File: src/verilog/dcache_pkg.sv
package dcache_pkg;

    localparam int SET_NUM  = 16;
    localparam int WAY_NUM  = 2;
    localparam int OFFSET_W = 3;
    localparam int INDEX_W  = 4;
    localparam int TAG_W    = 32 - INDEX_W - OFFSET_W;

    typedef logic [31:0]         addr_t;
    typedef logic [31:0]         word_t;
    typedef logic [63:0]         line_t;
    typedef logic [TAG_W-1:0]    tag_t;
    typedef logic [INDEX_W-1:0]  set_idx_t;
    typedef logic [OFFSET_W-1:0] offset_t;
    // zero means no transaction
    typedef logic [3:0]          mem_tag_t;
    typedef logic [3:0]          lsq_tag_t;

    typedef enum logic [1:0] {
        BYTE = 2'h0,
        HALF = 2'h1,
        WORD = 2'h2
    } mem_size_t;

    typedef enum logic [1:0] {
        CMD_NONE  = 2'h0,
        CMD_LOAD  = 2'h1,
        CMD_STORE = 2'h2
    } mem_cmd_t;

    typedef enum logic [1:0] {
        MSHR_INVALID = 2'h0,
        MSHR_WAITING = 2'h1,
        MSHR_READY   = 2'h2
    } mshr_state_t;

    typedef struct packed {
        logic      valid;
        addr_t     address;
        logic      is_load;
        mem_size_t size;
        logic      is_unsigned;
        word_t     value;
        lsq_tag_t  lsq_tag;
    } lsq_req_t;

    typedef struct packed {
        logic     valid;
        addr_t    address;
        logic     is_load;
        word_t    value;
        lsq_tag_t lsq_tag;
    } lsq_resp_t;

    typedef struct packed {
        logic  valid;
        tag_t  tag;
        line_t data;
    } cache_line_t;

    // lru names the way used last
    typedef struct packed {
        cache_line_t [WAY_NUM-1:0] way;
        logic                      lru;
    } cache_set_t;

    typedef struct packed {
        logic     valid;
        set_idx_t index;
        tag_t     tag;
        line_t    data;
    } fill_t;

    typedef struct packed {
        logic  valid;
        addr_t address;
        line_t data;
    } victim_t;

    typedef struct packed {
        mem_cmd_t command;
        addr_t    address;
        line_t    data;
    } mem_req_t;

    typedef struct packed {
        mem_tag_t response;
        mem_tag_t tag;
        line_t    data;
    } mem_resp_t;

    function automatic line_t store_merge(line_t line, word_t value, mem_size_t size,
                                          offset_t offset);
        line_t merged;
        merged = line;
        case (size)
            BYTE:    merged[{offset, 3'b000} +: 8] = value[7:0];
            HALF:    merged[{offset[2:1], 4'h0} +: 16] = value[15:0];
            default: merged[{offset[2], 5'h00} +: 32] = value;
        endcase
        return merged;
    endfunction

    function automatic word_t load_extract(line_t line, mem_size_t size, offset_t offset,
                                           logic is_unsigned);
        word_t word;
        word_t result;
        word = offset[2] ? line[63:32] : line[31:0];
        case (size)
            BYTE: begin
                result = word >> {offset[1:0], 3'b000};
                result[31:8] = is_unsigned ? 24'h0 : {24{result[7]}};
            end
            HALF: begin
                result = word >> {offset[1], 4'h0};
                result[31:16] = is_unsigned ? 16'h0 : {16{result[15]}};
            end
            default: result = word;
        endcase
        return result;
    endfunction

endpackage

File: src/verilog/dcache_mem_port.sv
`timescale 1ns/100ps

module dcache_mem_port (
    input  logic                 miss_fetch,
    input  dcache_pkg::addr_t    address,
    input  dcache_pkg::victim_t  victim,
    output dcache_pkg::mem_req_t mem_req,
    output logic                 victim_taken
);

    always_comb begin
        mem_req.command = dcache_pkg::CMD_NONE;
        mem_req.address = '0;
        mem_req.data    = '0;
        victim_taken    = 1'b0;
        if (miss_fetch) begin
            mem_req.command = dcache_pkg::CMD_LOAD;
            mem_req.address = {address[31:3], 3'b000};
        end else if (victim.valid) begin
            mem_req.command = dcache_pkg::CMD_STORE;
            mem_req.address = victim.address;
            mem_req.data    = victim.data;
            victim_taken    = 1'b1;
        end
    end

    // busy holds off new misses while a write-back is pending
    always_comb begin
        a_no_fetch_on_victim: assert final (!(miss_fetch && victim.valid));
    end

endmodule

File: config.mk
export PLATFORM = sky130hd
export DESIGN_NAME = dcache_mem_port
export DESIGN_NICKNAME = d
export VERILOG_FILES = /design/src/verilog/dcache_pkg.sv /design/src/verilog/dcache_mem_port.sv
export SDC_FILE = /design/constraint.sdc
export NUM_CORES = 1
export LEC_CHECK = 0
export BUFFER_PORTS_ARGS = -buffer_cell sky130_fd_sc_hd__clkbuf_2
export CAP_MARGIN = 20
export CORE_AREA = 2 2 89 91
export DETAILED_ROUTE_END_ITERATION = 8
export DIE_AREA = 0 0 91 93
export PLACE_DENSITY = 0.59
export SYNTH_ARGS = -nofsm -noshare
export SYNTH_HDL_FRONTEND = slang
export SYNTH_SLANG_ARGS = --single-unit
File: constraint.sdc
create_clock -name vclk -period 1.1
set_input_delay 0.22 -clock vclk [all_inputs]
set_output_delay 0.22 -clock vclk [all_outputs]
set_load 0.02 [all_outputs]
==> flow_summary.yaml <==
status:
  outcome: "finished, violations left"
  violations: "setup timing"
global_route:
  grt_pass1_vias: 1514
  grt_overflow: 0
  grt_pass1_wl_um: 6870
  grt_use_total_pct: 9.35
  grt_max_degree: 51
  antenna_found_initial: 0
power_and_ir_drop:
  clkPwrFrac_pct: 0
  power_switching_uw: 485
  vdd_ir_drop_max_uv: 151
  pwr-share-seq_pct: 0
  total_power_mw: 1.09
  p_int_uw: 607
  p_per_area_nw_per_um2: 416
  p_sw_share_pct: 44.4
  p_comb_share_pct: 100.0
  leakage_nw: 1.50
worst_hold_path:
  min_path_cells: 3
  hp-class: "in -> out"
  hold_path_end: "mem_req[24]"
  min_from: "victim[24]"
timing:
  drv_slew: 0
  tns_ps: -11610
  layout_setup_ws_ps: -177
  finalHoldViolCount: 0
  rsz0062_at_grt: "true"
  fmax_ghz: 0.783
  finalSetupViolCount: 98
  min_period_ps: 1280
  fin_crit_sh_pct: 116
  worst_pin_slew_ps: 303
  relSlewSlack_pct: 79.8
layout:
  utilization_pct: 34.9
  nClkBuffers: 0
  diodes: 0
  layout.nets: 458
  instances_no_fill: 428
  area_delta_synth_final_pct: 237
  seq_area_sq_um: 0
  final_area_sq_um: 2630
  nFlopsAndLatches: 0
  drive_above_1_share_pct: 89.3
placed_design:
  place.gp.congestion: 0.775
  port-buffer-count: 226
  postPlaceCellArea_sq_um: 2070
  placedCellCount: 428
  dp_hpwl_um: 3870
die:
  dieArea_sq_um: 8460
  die_w_um: 91
  core_area_sq_um: 7530
  num_rows: 32
  pin_count: 229
  initial_utilization_pct: 10.3
  die_h_um: 93
synthesis:
  netlist.area_leader.share_pct: 53.9
  synth.avg_cell_area_sq_um: 6.89
  syn_inst: 113
  netlist_area_sq_um: 778
  synth_top_area_cell: "and2_1"
  synth_cell_types: 7
  synth-seq-area-share_pct: 0
  synth.yosys.warnings: 0
  synth_nets: 243
  ys_top_cells_by_area: "and2_1, a22o_1, buf_6, buf_4, clkbuf_1"
worst_setup_path:
  path_class: "in -> out"
  worstSetupStartpoint: "miss_fetch"
  worst-path-max-fanout: 50
  cp-end-kind: "output pin"
  startpoint_type: "input pin"
  cp.arrival_ps: 1060
  cp.required_ps: 880
routing:
  drt_first_pass_iters: 3
  drt_iter0_drc: 7
  via_count: 1675
  totalWireLength_um: 4880
  drt-wirelength-per-cell_um: 11.4
  drc: 0
  antenna_left: 0
  avgViaCountPerCell: 3.91
cts:
  cts_hold_buf: 0
job:
  max-cap-violations: 0
-- cells by family after synthesis --
group,synth area share [%]
and+or+nand+nor,54.7
buffers and inverters,12.7
AOI/OAI and AO/OA,32.6
-- cell type report --
type,count,area [sq um]
fillers,751,4900
multi-input cells,97,771
repair buffers,229,1730
well taps,102,128
-- metrics by stage --
step / setup WS (ps) / hold WS (ps)
after floorplan: -89.5 / 553
after global placement: -175 / 770
after detailed placement: -190 / 775
after CTS: -185 / 766
after global routing: -217 / 759
final: -177 / 744
-- Yosys cell counts --
master and number:
a22o_1 29, and2_1 67, buf_2 4, buf_4 3, buf_6 3, clkbuf_1 6
nor2b_1 1
-- worst max-delay path: stages --
cell,delay [ps]
buf_8,100
nor2b_4,160
buf_12,210
and2_2,180
clkbuf_4,170
-- routing by layer --
| layer | part of all wire [%] | GRT usage [%] | up-vias |
|---|---|---|---|
| met5 | 0 | 0 | - |
| li1 | - | - | 807 |
| met3 | 13 | 2.82 | 2 |
| met1 | 33 | 9.80 | 730 |
| met4 | 0.39 | 0.631 | 0 |
| met2 | 53 | 19.0 | 136 |
-- power groups by stage --
stage / sequential, mW / combinational [mW] / clock, mW
finish: 0 / 1.09 / 0
global route: 0 / 1.16 / 0
CTS: 0 / 1.02 / 0
detailed placement: 0 / 0.883 / 0
global placement: 0 / 0.873 / 0
floorplan: 0 / 0.485 / 0
-- placed cells by master, fill, tap and decap left out, types with 2 or more instances in the layout --
master    count
clkbuf_2    131
and2_2       55
clkbuf_8     41
a22o_1       29
buf_4        26
buf_6        14
clkbuf_4     12
and2_1        6
and2_4        6
buf_2         2
buf_12        2
-- how the worst max path moves through the flow --
stage | to | depth (start not counted)
2_1_floorplan | mem_req[74] | 5
3_3_place_gp | mem_req[83] | 5
3_5_place_dp | mem_req[37] | 5
4_1_cts | mem_req[33] | 5
5_1_grt | mem_req[45] | 5
6_report | mem_req[39] | 5
-- timing repair --
item | 4_1_cts | 5_1_grt
buffers inserted | 0 | 0
setup endpoints to repair | 98 | 99
resized for setup | 96 | 93
(Power assumes the default switching activity.)
