===== src/verilog/dcache_pkg.sv =====
package dcache_pkg;

    localparam int SET_NUM  = 16;
    localparam int WAY_NUM  = 2;
    localparam int OFFSET_W = 3;
    localparam int INDEX_W  = 4;
    localparam int TAG_W    = 32 - INDEX_W - OFFSET_W;

    typedef logic [31:0]         addr_t;
    typedef logic [31:0]         word_t;
    typedef logic [63:0]         line_t;
    typedef logic [TAG_W-1:0]    tag_t;
    typedef logic [INDEX_W-1:0]  set_idx_t;
    typedef logic [OFFSET_W-1:0] offset_t;
    // zero means no transaction
    typedef logic [3:0]          mem_tag_t;
    typedef logic [3:0]          lsq_tag_t;

    typedef enum logic [1:0] {
        BYTE = 2'h0,
        HALF = 2'h1,
        WORD = 2'h2
    } mem_size_t;

    typedef enum logic [1:0] {
        CMD_NONE  = 2'h0,
        CMD_LOAD  = 2'h1,
        CMD_STORE = 2'h2
    } mem_cmd_t;

    typedef enum logic [1:0] {
        MSHR_INVALID = 2'h0,
        MSHR_WAITING = 2'h1,
        MSHR_READY   = 2'h2
    } mshr_state_t;

    typedef struct packed {
        logic      valid;
        addr_t     address;
        logic      is_load;
        mem_size_t size;
        logic      is_unsigned;
        word_t     value;
        lsq_tag_t  lsq_tag;
    } lsq_req_t;

    typedef struct packed {
        logic     valid;
        addr_t    address;
        logic     is_load;
        word_t    value;
        lsq_tag_t lsq_tag;
    } lsq_resp_t;

    typedef struct packed {
        logic  valid;
        tag_t  tag;
        line_t data;
    } cache_line_t;

    // lru names the way used last
    typedef struct packed {
        cache_line_t [WAY_NUM-1:0] way;
        logic                      lru;
    } cache_set_t;

    typedef struct packed {
        logic     valid;
        set_idx_t index;
        tag_t     tag;
        line_t    data;
    } fill_t;

    typedef struct packed {
        logic  valid;
        addr_t address;
        line_t data;
    } victim_t;

    typedef struct packed {
        mem_cmd_t command;
        addr_t    address;
        line_t    data;
    } mem_req_t;

    typedef struct packed {
        mem_tag_t response;
        mem_tag_t tag;
        line_t    data;
    } mem_resp_t;

    function automatic line_t store_merge(line_t line, word_t value, mem_size_t size,
                                          offset_t offset);
        line_t merged;
        merged = line;
        case (size)
            BYTE:    merged[{offset, 3'b000} +: 8] = value[7:0];
            HALF:    merged[{offset[2:1], 4'h0} +: 16] = value[15:0];
            default: merged[{offset[2], 5'h00} +: 32] = value;
        endcase
        return merged;
    endfunction

    function automatic word_t load_extract(line_t line, mem_size_t size, offset_t offset,
                                           logic is_unsigned);
        word_t word;
        word_t result;
        word = offset[2] ? line[63:32] : line[31:0];
        case (size)
            BYTE: begin
                result = word >> {offset[1:0], 3'b000};
                result[31:8] = is_unsigned ? 24'h0 : {24{result[7]}};
            end
            HALF: begin
                result = word >> {offset[1], 4'h0};
                result[31:16] = is_unsigned ? 16'h0 : {16{result[15]}};
            end
            default: result = word;
        endcase
        return result;
    endfunction

endpackage


===== src/verilog/dcache_lookup.sv =====
`timescale 1ns/100ps

module dcache_lookup (
    input  dcache_pkg::lsq_req_t   req,
    input  dcache_pkg::cache_set_t set_data,
    output dcache_pkg::set_idx_t   index,
    output logic                   hit,
    output logic                   hit_way,
    output logic                   miss
);

    dcache_pkg::tag_t               req_tag;
    logic [dcache_pkg::WAY_NUM-1:0] way_hit;

    // offset bits only matter to the lane logic downstream
    assign {req_tag, index} = req.address[31:dcache_pkg::OFFSET_W];

    always_comb begin
        for (int w = 0; w < dcache_pkg::WAY_NUM; w++) begin
            way_hit[w] = req.valid && set_data.way[w].valid
                         && (set_data.way[w].tag == req_tag);
        end
    end

    assign hit     = |way_hit;
    assign hit_way = way_hit[1];
    assign miss    = req.valid && !hit;

    // fills never place a line twice in one set
    always_comb begin
        a_single_way_hit: assert final ($onehot0(way_hit));
    end

endmodule


===== config.mk =====
export PLATFORM = sky130hd
export DESIGN_NAME = dcache_lookup
export DESIGN_NICKNAME = d
export VERILOG_FILES = /design/src/verilog/dcache_pkg.sv /design/src/verilog/dcache_lookup.sv
export SDC_FILE = /design/constraint.sdc
export NUM_CORES = 1
export LEC_CHECK = 0
export BUFFER_PORTS_ARGS = -buffer_cell sky130_fd_sc_hd__buf_2
export CORE_AREA = 2 2 100 102
export DETAILED_ROUTE_END_ITERATION = 7
export DIE_AREA = 0 0 102 104
export GPL_TIMING_DRIVEN = 0
export PLACE_DENSITY_LB_ADDON = 0.3
export SLEW_MARGIN = 10
export SYNTH_ARGS = -nofsm -noshare
export SYNTH_HDL_FRONTEND = slang
export SYNTH_SLANG_ARGS = --single-unit

===== constraint.sdc =====
create_clock -name vclk -period 1.7
set_input_delay 0 -clock vclk [all_inputs]
set_output_delay 0 -clock vclk [all_outputs]
set_load 0.01 [all_outputs]

==> results.json <==
{
  "status": "finished clean",
  "synth_common_cells": "26 x xnor2_1, 24 x xor2_1, 6 x nand4_1, 6 x nor4_1, 4 x buf_4",
  "path_depth": 7,
  "die_y_microns": 104,
  "yosys.area.top_type_share_pct": 37.14,
  "diodes": 0,
  "synth_top_cell_by_area": "xnor2_1",
  "use_met2_pct": 9.070,
  "finalSetupViolCount": 0,
  "antenna_found_initial": 2,
  "peakVddDrop_mv": 0.05417,
  "setup.worst_path.start_class": "input port",
  "fin_crit_ps": 1454,
  "drive_above_1_share_pct": 57.76,
  "cp_num_buf_inv": 2,
  "vias": 809,
  "num-nets-final": 417,
  "worst_setup_path_end_kind": "output pin",
  "rsz0062_at_grt": "no",
  "stdcell_area_sq_um": 1205,
  "max_stage_delay_ps": 550,
  "pin_count": 261,
  "power_density_nw_per_um2": 209.4,
  "max_freq_mhz": 687.7,
  "worstPathMaxFanout": 2,
  "maxSlewHeadroom_pct": 65.56,
  "max-cap-violations": 0,
  "seq_cell_count": 0,
  "io_buffers": 85,
  "syn_area_per_cell_sq_um": 8.067,
  "dieWidth_microns": 102,
  "row_count": 36,
  "wl_per_cell_microns": 10.78,
  "finalSetupTns_ps": 0,
  "drtIter0Drc": 12,
  "cts_resized": 0,
  "nClkBuffers": 0,
  "gr-usage-met3_pct": 2.083,
  "post_cts_buffers": 0,
  "syn_area_sq_um": 613.1,
  "grt_overflow": 0,
  "crit_family": "simple AND/OR/NAND/NOR gates",
  "cts_hold_buf": 0,
  "busiest_layer": "met2",
  "drc": 0,
  "detail_route.first_pass.iterations": 4,
  "crit_chain": "buf_2, xnor2_1, nand4_1, or4_4, o22ai_2, nor2_2, buf_2",
  "crit_required_ps": 1700,
  "ys_top_cells_by_area": "xnor2_1 37%, xor2_1 34%, nand4_1 6.1%",
  "synth_nets": 330,
  "placed_area_sq_um": 1205,
  "hold_class": "in2out",
  "synth_cells": 76,
  "synthMostInstantiatedCell": "xnor2_1",
  "hold_path.startpoint": "req[44]",
  "antenna_left": 0,
  "finalMaxSlewViolations": 0,
  "worstSetupPathType": "in2out",
  "wirelength_microns": 3169,
  "fp.dieArea_sq_um": 10610,
  "start_util_pct": 6.420,
  "worstSetupEndpoint": "miss",
  "grt_start_max_net_pins": 4,
  "utilization_pct": 12.62,
  "synth_warnings": 0,
  "place_inst": 294,
  "grt_usage_pct": 5.552,
  "leakage_nw": 0.5319,
  "grt_pass1_vias": 803,
  "critPathArrivalTime_ps": 1450,
  "gp_congestion": 0.7028,
  "worst_slew_pin_slew_ps": 511.9,
  "dp_hpwl_microns": 3116,
  "seq_area_sq_um": 0,
  "avgViaCountPerCell": 2.752,
  "critPathSlowestCell": "or4_4",
  "fin_crit_sh_pct": 85.53,
  "crit_path_frequent_cell": "buf_2",
  "syn_to_final_growth_pct": 96.53,
  "met1_usage_pct": 7.409,
  "grt_pass1_wl_microns": 4319,
  "finalHoldViolations": 0,
  "multiInputGateArea_sq_um": 579.3,
  "crit_start": "req[47]",
  "stdcell_count": 294,
  "num-fill-cells": 1145,
  "ys_seq_area_share_pct": 0,
  "core-area_sq_um": 9549,
  "yosysUniqueCellTypes": 13
}
## power breakdown
group	internal, W	leakage, nW	total, W	switching [W]
clock	0	0	0	0
combinational	0.000144	0.532	0.000252	0.000109
sequential	0	0	0	0
## layout make-up
class,instances,area share [%]
buffer,4,2.492
inverter,1,0.3115
multi-input combinational,71,48.08
timing repair buffer,85,35.31
tap,133,13.81
## routing by layer
metal | vias up | part of all wire, %
li1 | 427 | -
met1 | 320 | 43
met5 | - | 0.73
met3 | 4 | 12
met2 | 54 | 44
met4 | 4 | 0.095
## stage by stage
stage               power [W]  setup slack (ps)  hold WS (ps)
finish              0.0002524             245.9         183.5
global route        0.0002808             146.0         193.0
CTS                 0.0002603             179.4         184.2
detailed placement  0.0002592             179.4         184.4
global placement    0.0002576             201.0         184.6
floorplan           0.0001118             631.2         89.29
## layout by cell type, fill, tap and decap left out, types with 3 or more instances in the layout
cell type / count
buf_2: 85
buf_4: 4
nand3_1: 3
nand4_1: 6
nor4_1: 6
xnor2_1: 26
xor2_1: 24
## worst min-delay path by stage
stage	depth (start not counted)	end
6_report	2	index[1]
3_5_place_dp	2	index[1]
4_1_cts	2	index[1]
5_1_grt	2	index[0]
2_1_floorplan	2	miss
3_3_place_gp	2	index[2]
## cell families after synthesis
family	count (synthesis)	synth area share, %
buf+inv	5	5.510
simple gates	20	21.02
xor+xnor	50	71.43
compound gates	1	2.040
Power figures use the tool's default switching activity.
