[src/verilog/dcache_pkg.sv]
package dcache_pkg;

    localparam int SET_NUM  = 16;
    localparam int WAY_NUM  = 2;
    localparam int OFFSET_W = 3;
    localparam int INDEX_W  = 4;
    localparam int TAG_W    = 32 - INDEX_W - OFFSET_W;

    typedef logic [31:0]         addr_t;
    typedef logic [31:0]         word_t;
    typedef logic [63:0]         line_t;
    typedef logic [TAG_W-1:0]    tag_t;
    typedef logic [INDEX_W-1:0]  set_idx_t;
    typedef logic [OFFSET_W-1:0] offset_t;
    // zero means no transaction
    typedef logic [3:0]          mem_tag_t;
    typedef logic [3:0]          lsq_tag_t;

    typedef enum logic [1:0] {
        BYTE = 2'h0,
        HALF = 2'h1,
        WORD = 2'h2
    } mem_size_t;

    typedef enum logic [1:0] {
        CMD_NONE  = 2'h0,
        CMD_LOAD  = 2'h1,
        CMD_STORE = 2'h2
    } mem_cmd_t;

    typedef enum logic [1:0] {
        MSHR_INVALID = 2'h0,
        MSHR_WAITING = 2'h1,
        MSHR_READY   = 2'h2
    } mshr_state_t;

    typedef struct packed {
        logic      valid;
        addr_t     address;
        logic      is_load;
        mem_size_t size;
        logic      is_unsigned;
        word_t     value;
        lsq_tag_t  lsq_tag;
    } lsq_req_t;

    typedef struct packed {
        logic     valid;
        addr_t    address;
        logic     is_load;
        word_t    value;
        lsq_tag_t lsq_tag;
    } lsq_resp_t;

    typedef struct packed {
        logic  valid;
        tag_t  tag;
        line_t data;
    } cache_line_t;

    // lru names the way used last
    typedef struct packed {
        cache_line_t [WAY_NUM-1:0] way;
        logic                      lru;
    } cache_set_t;

    typedef struct packed {
        logic     valid;
        set_idx_t index;
        tag_t     tag;
        line_t    data;
    } fill_t;

    typedef struct packed {
        logic  valid;
        addr_t address;
        line_t data;
    } victim_t;

    typedef struct packed {
        mem_cmd_t command;
        addr_t    address;
        line_t    data;
    } mem_req_t;

    typedef struct packed {
        mem_tag_t response;
        mem_tag_t tag;
        line_t    data;
    } mem_resp_t;

    function automatic line_t store_merge(line_t line, word_t value, mem_size_t size,
                                          offset_t offset);
        line_t merged;
        merged = line;
        case (size)
            BYTE:    merged[{offset, 3'b000} +: 8] = value[7:0];
            HALF:    merged[{offset[2:1], 4'h0} +: 16] = value[15:0];
            default: merged[{offset[2], 5'h00} +: 32] = value;
        endcase
        return merged;
    endfunction

    function automatic word_t load_extract(line_t line, mem_size_t size, offset_t offset,
                                           logic is_unsigned);
        word_t word;
        word_t result;
        word = offset[2] ? line[63:32] : line[31:0];
        case (size)
            BYTE: begin
                result = word >> {offset[1:0], 3'b000};
                result[31:8] = is_unsigned ? 24'h0 : {24{result[7]}};
            end
            HALF: begin
                result = word >> {offset[1], 4'h0};
                result[31:16] = is_unsigned ? 16'h0 : {16{result[15]}};
            end
            default: result = word;
        endcase
        return result;
    endfunction

endpackage

[src/verilog/dcache_respond.sv]
`timescale 1ns/100ps

module dcache_respond (
    input  logic                  clock,
    input  logic                  reset,
    input  dcache_pkg::lsq_req_t  req,
    input  logic                  hit,
    input  dcache_pkg::line_t     line,
    input  dcache_pkg::lsq_resp_t ready_entry,
    output dcache_pkg::lsq_resp_t hit_resp,
    output dcache_pkg::lsq_resp_t miss_resp
);

    always_ff @(posedge clock) begin
        if (reset) begin
            hit_resp.valid  <= 1'b0;
            miss_resp.valid <= 1'b0;
        end else begin
            hit_resp.valid   <= hit;
            hit_resp.address <= req.address;
            hit_resp.is_load <= req.is_load;
            hit_resp.lsq_tag <= req.lsq_tag;
            // stores echo their own value
            hit_resp.value   <= req.is_load ?
                dcache_pkg::load_extract(line, req.size, req.address[2:0], req.is_unsigned) :
                req.value;
            miss_resp        <= ready_entry;
        end
    end

endmodule

[config.mk]
export PLATFORM = sky130hd
export DESIGN_NAME = dcache_respond
export DESIGN_NICKNAME = d
export VERILOG_FILES = /design/src/verilog/dcache_pkg.sv /design/src/verilog/dcache_respond.sv
export SDC_FILE = /design/constraint.sdc
export NUM_CORES = 1
export LEC_CHECK = 0
export ABC_AREA = 1
export BUFFER_PORTS_ARGS = -buffer_cell sky130_fd_sc_hd__buf_2
export CORE_AREA = 5 5 132 134
export CTS_CLUSTER_SIZE = 40
export DETAILED_ROUTE_END_ITERATION = 8
export DIE_AREA = 0 0 137 139
export GPL_ROUTABILITY_DRIVEN = 0
export PLACE_DENSITY = 0.79
export SYNTH_ARGS = -nofsm -noshare
export SYNTH_HDL_FRONTEND = slang
export SYNTH_SLANG_ARGS = --single-unit
[constraint.sdc]
create_clock -name clock -period 4.86 [get_ports clock]
set_clock_uncertainty 0.05 [all_clocks]
set_input_delay 0.729 -clock clock [delete_from_list [all_inputs] [get_ports clock]]
set_output_delay 0.729 -clock clock [all_outputs]
set_load 0.01 [all_outputs]
==> reports/results.txt <==
outcome: completed
grt ovf: 0
synthesized area per cell: 11.05 um2
Fill cells: 1418
Hold Path Depth: 1
Critical Path RT: 4990 ps
syn_nets: 766
post-CTS sizing: 0
Startpoint Class: primary input
Die X: 137 um
full die area: 0.01904 mm2
Final Max Tran Viols: 0
row cnt: 47
share of cells above drive strength 1: 47.59%
commonest non-fill, non-tap cell in the layout: buf_2
CTS hold repair buffers: 0
fin crit period: 2392 ps
Num CTS Buffers: 17
Synth Register Bits: 140
post-placement cell count: 1100
synth-to-layout area growth: 40.68%
CTS tree: done
DP Wirelength: 15860 um
sequential share of the synthesized area: 68.12%
Max Cap Violations: 0
worst-path maximum fanout: 38
I/O pins: 350
commonest non-fill, non-tap cells in the layout: buf_2, nand2_1, edfxtp_1, nand3_1, inv_1
PortBufs: 348
Iter 0 DRT Violations: 217
Max H-tree Level: 4
worst vdd ir: 0.2300 mV
CP Data Arrival Time: 2520 ps
maximum clock rate: 0.4180 GHz
DRC: 0
power density over the cells: 376.9 mW/mm2
Worst Hold Launch: ready_entry[27]
Mapped Area: 0.006142 mm2
largest net degree at the start of global routing: 79
Vert. Die Dim: 139 um
vias in the first global route: 5268
clock root buffer: clkbuf_16
Least-Margin Pin Slew: 1060 ps
post-synth top area share: 67.47%
Lkg Pwr: 0.004186 uW
critical path type: primary input to flop
DR pass1 iterations: 5
CTS max path bufs: 2
max_slew headroom: 29.28%
total chip power: 3257 uW
Tot GR Track Use: 20.86%
Critical Path End Type: flop
top cells by area, synth: edfxtp_1, nand2_1, nand3_1
post-route ant nets: 0
Routed WL: 20400 um
first-pass GRT wire length: 29330 um
Final Cycle Share: 49.23%
HP Class: primary input to flop
# setup viols final: 0
Nets: 1109
routed len/inst: 17.92 um
Cells after Synth: 556
yosys warns: 0
post-route design area: 0.008641 mm2
initial antenna violation count: 9
Clk pin slew, worst setup/hold paths: 70 ps
RSZ-0062 raised after global routing: no
Yosys top cell by area: edfxtp_1
setup bufs post-CTS: 0
vias per inst: 4.654
clock sink count: 140
Non-Filler Instances: 1138
Yosys cell types: 27
Layout Utilization: 53.43%
Placed Area: 0.008009 mm2
Worst Hold Endpoint: miss_resp[27]$_DFFE_PN_
Via Count: 5296
Fin. Hold Viols: 0
Setup TNS: 0 ps
area of the core: 0.01617 mm2
initial core utilization: 37.98%
[per-stage QoR]
step,setup slack [ps],hold WS [ps]
floorplan,927.1,750.2
global placement,2055,855.0
detailed placement,2028,857.1
CTS,2477,409.8
global route,2319,406.8
finish,2468,429.4
[power by group]
| part | internal [uW] | leakage (uW) | switching, uW |
|---|---|---|---|
| clock network | 785 | 0.000304 | 560 |
| logic | 181 | 0.00252 | 267 |
| registers | 1440 | 0.00137 | 22.1 |
| total | 2410 | 0.00419 | 849 |
[registers in the layout, summed over array words and instances (netlist names)]
signal     flops
hit_resp      70
miss_resp     70
[per-layer routing]
metal	vias to the layer above	wire length (um)	track usage (%)
met2	269	10800	37.65
met4	4	743	9.559
met1	2424	6800	21.03
met5	-	22	0
met3	42	2028	7.692
li1	2557	-	-
[worst max path at each step]
stage / slack, ps / start / to
after floorplan: 930 / reset / hit_resp[0]$_DFFE_PN_
after global placement: 2050 / req[42] / hit_resp[20]$_DFFE_PN_
after detailed placement: 2030 / req[39] / hit_resp[27]$_DFFE_PN_
after CTS: 2480 / req[39] / hit_resp[27]$_DFFE_PN_
after global routing: 2320 / req[39] / hit_resp[27]$_DFFE_PN_
final: 2470 / req[42] / hit_resp[4]$_DFFE_PN_
[worst max-delay path: stages]
cell	delay (ps)
buf_2	540
inv_6	230
o21ai_0	600
nand2_1	130
nand3_1	100
nand2_1	60
nand2_1	50
a21oi_1	60
[cell type report]
| type | instances | area [um2] | area share, % |
|---|---|---|---|
| clock inverter | 15 | 191.4 | 2.215 |
| clock buffer | 17 | 425.4 | 4.923 |
| antenna | 6 | 15.01 | 0.1738 |
| timing repair buffer | 350 | 1757 | 20.33 |
| inverter | 45 | 178.9 | 2.071 |
| sequential | 140 | 4184 | 48.42 |
| multi-input combinational | 345 | 1614 | 18.68 |
| tap | 220 | 275.3 | 3.186 |
[synthesized netlist by cell type, drive strengths merged]
master / n
o211ai: 2
inv: 45
nand3: 58
nor2: 33
a31oi: 1
or2: 26
buf: 14
nand2: 181
a21oi: 20
and2: 1
clkbuf: 12
dfxtp: 2
edfxtp: 138
o21ai: 23
[cells by family (layout without fill, tap and decap cells)]
| group | count (synthesis) | in the layout | share of synthesized area [%] |
|---|---|---|---|
| buf+inv | 71 | 427 | 5.602 |
| other cells | 0 | 6 | 0 |
| simple gates | 299 | 299 | 22.43 |
| flops | 140 | 140 | 68.12 |
| compound gates | 46 | 46 | 3.850 |
(Power assumes the default switching activity.)
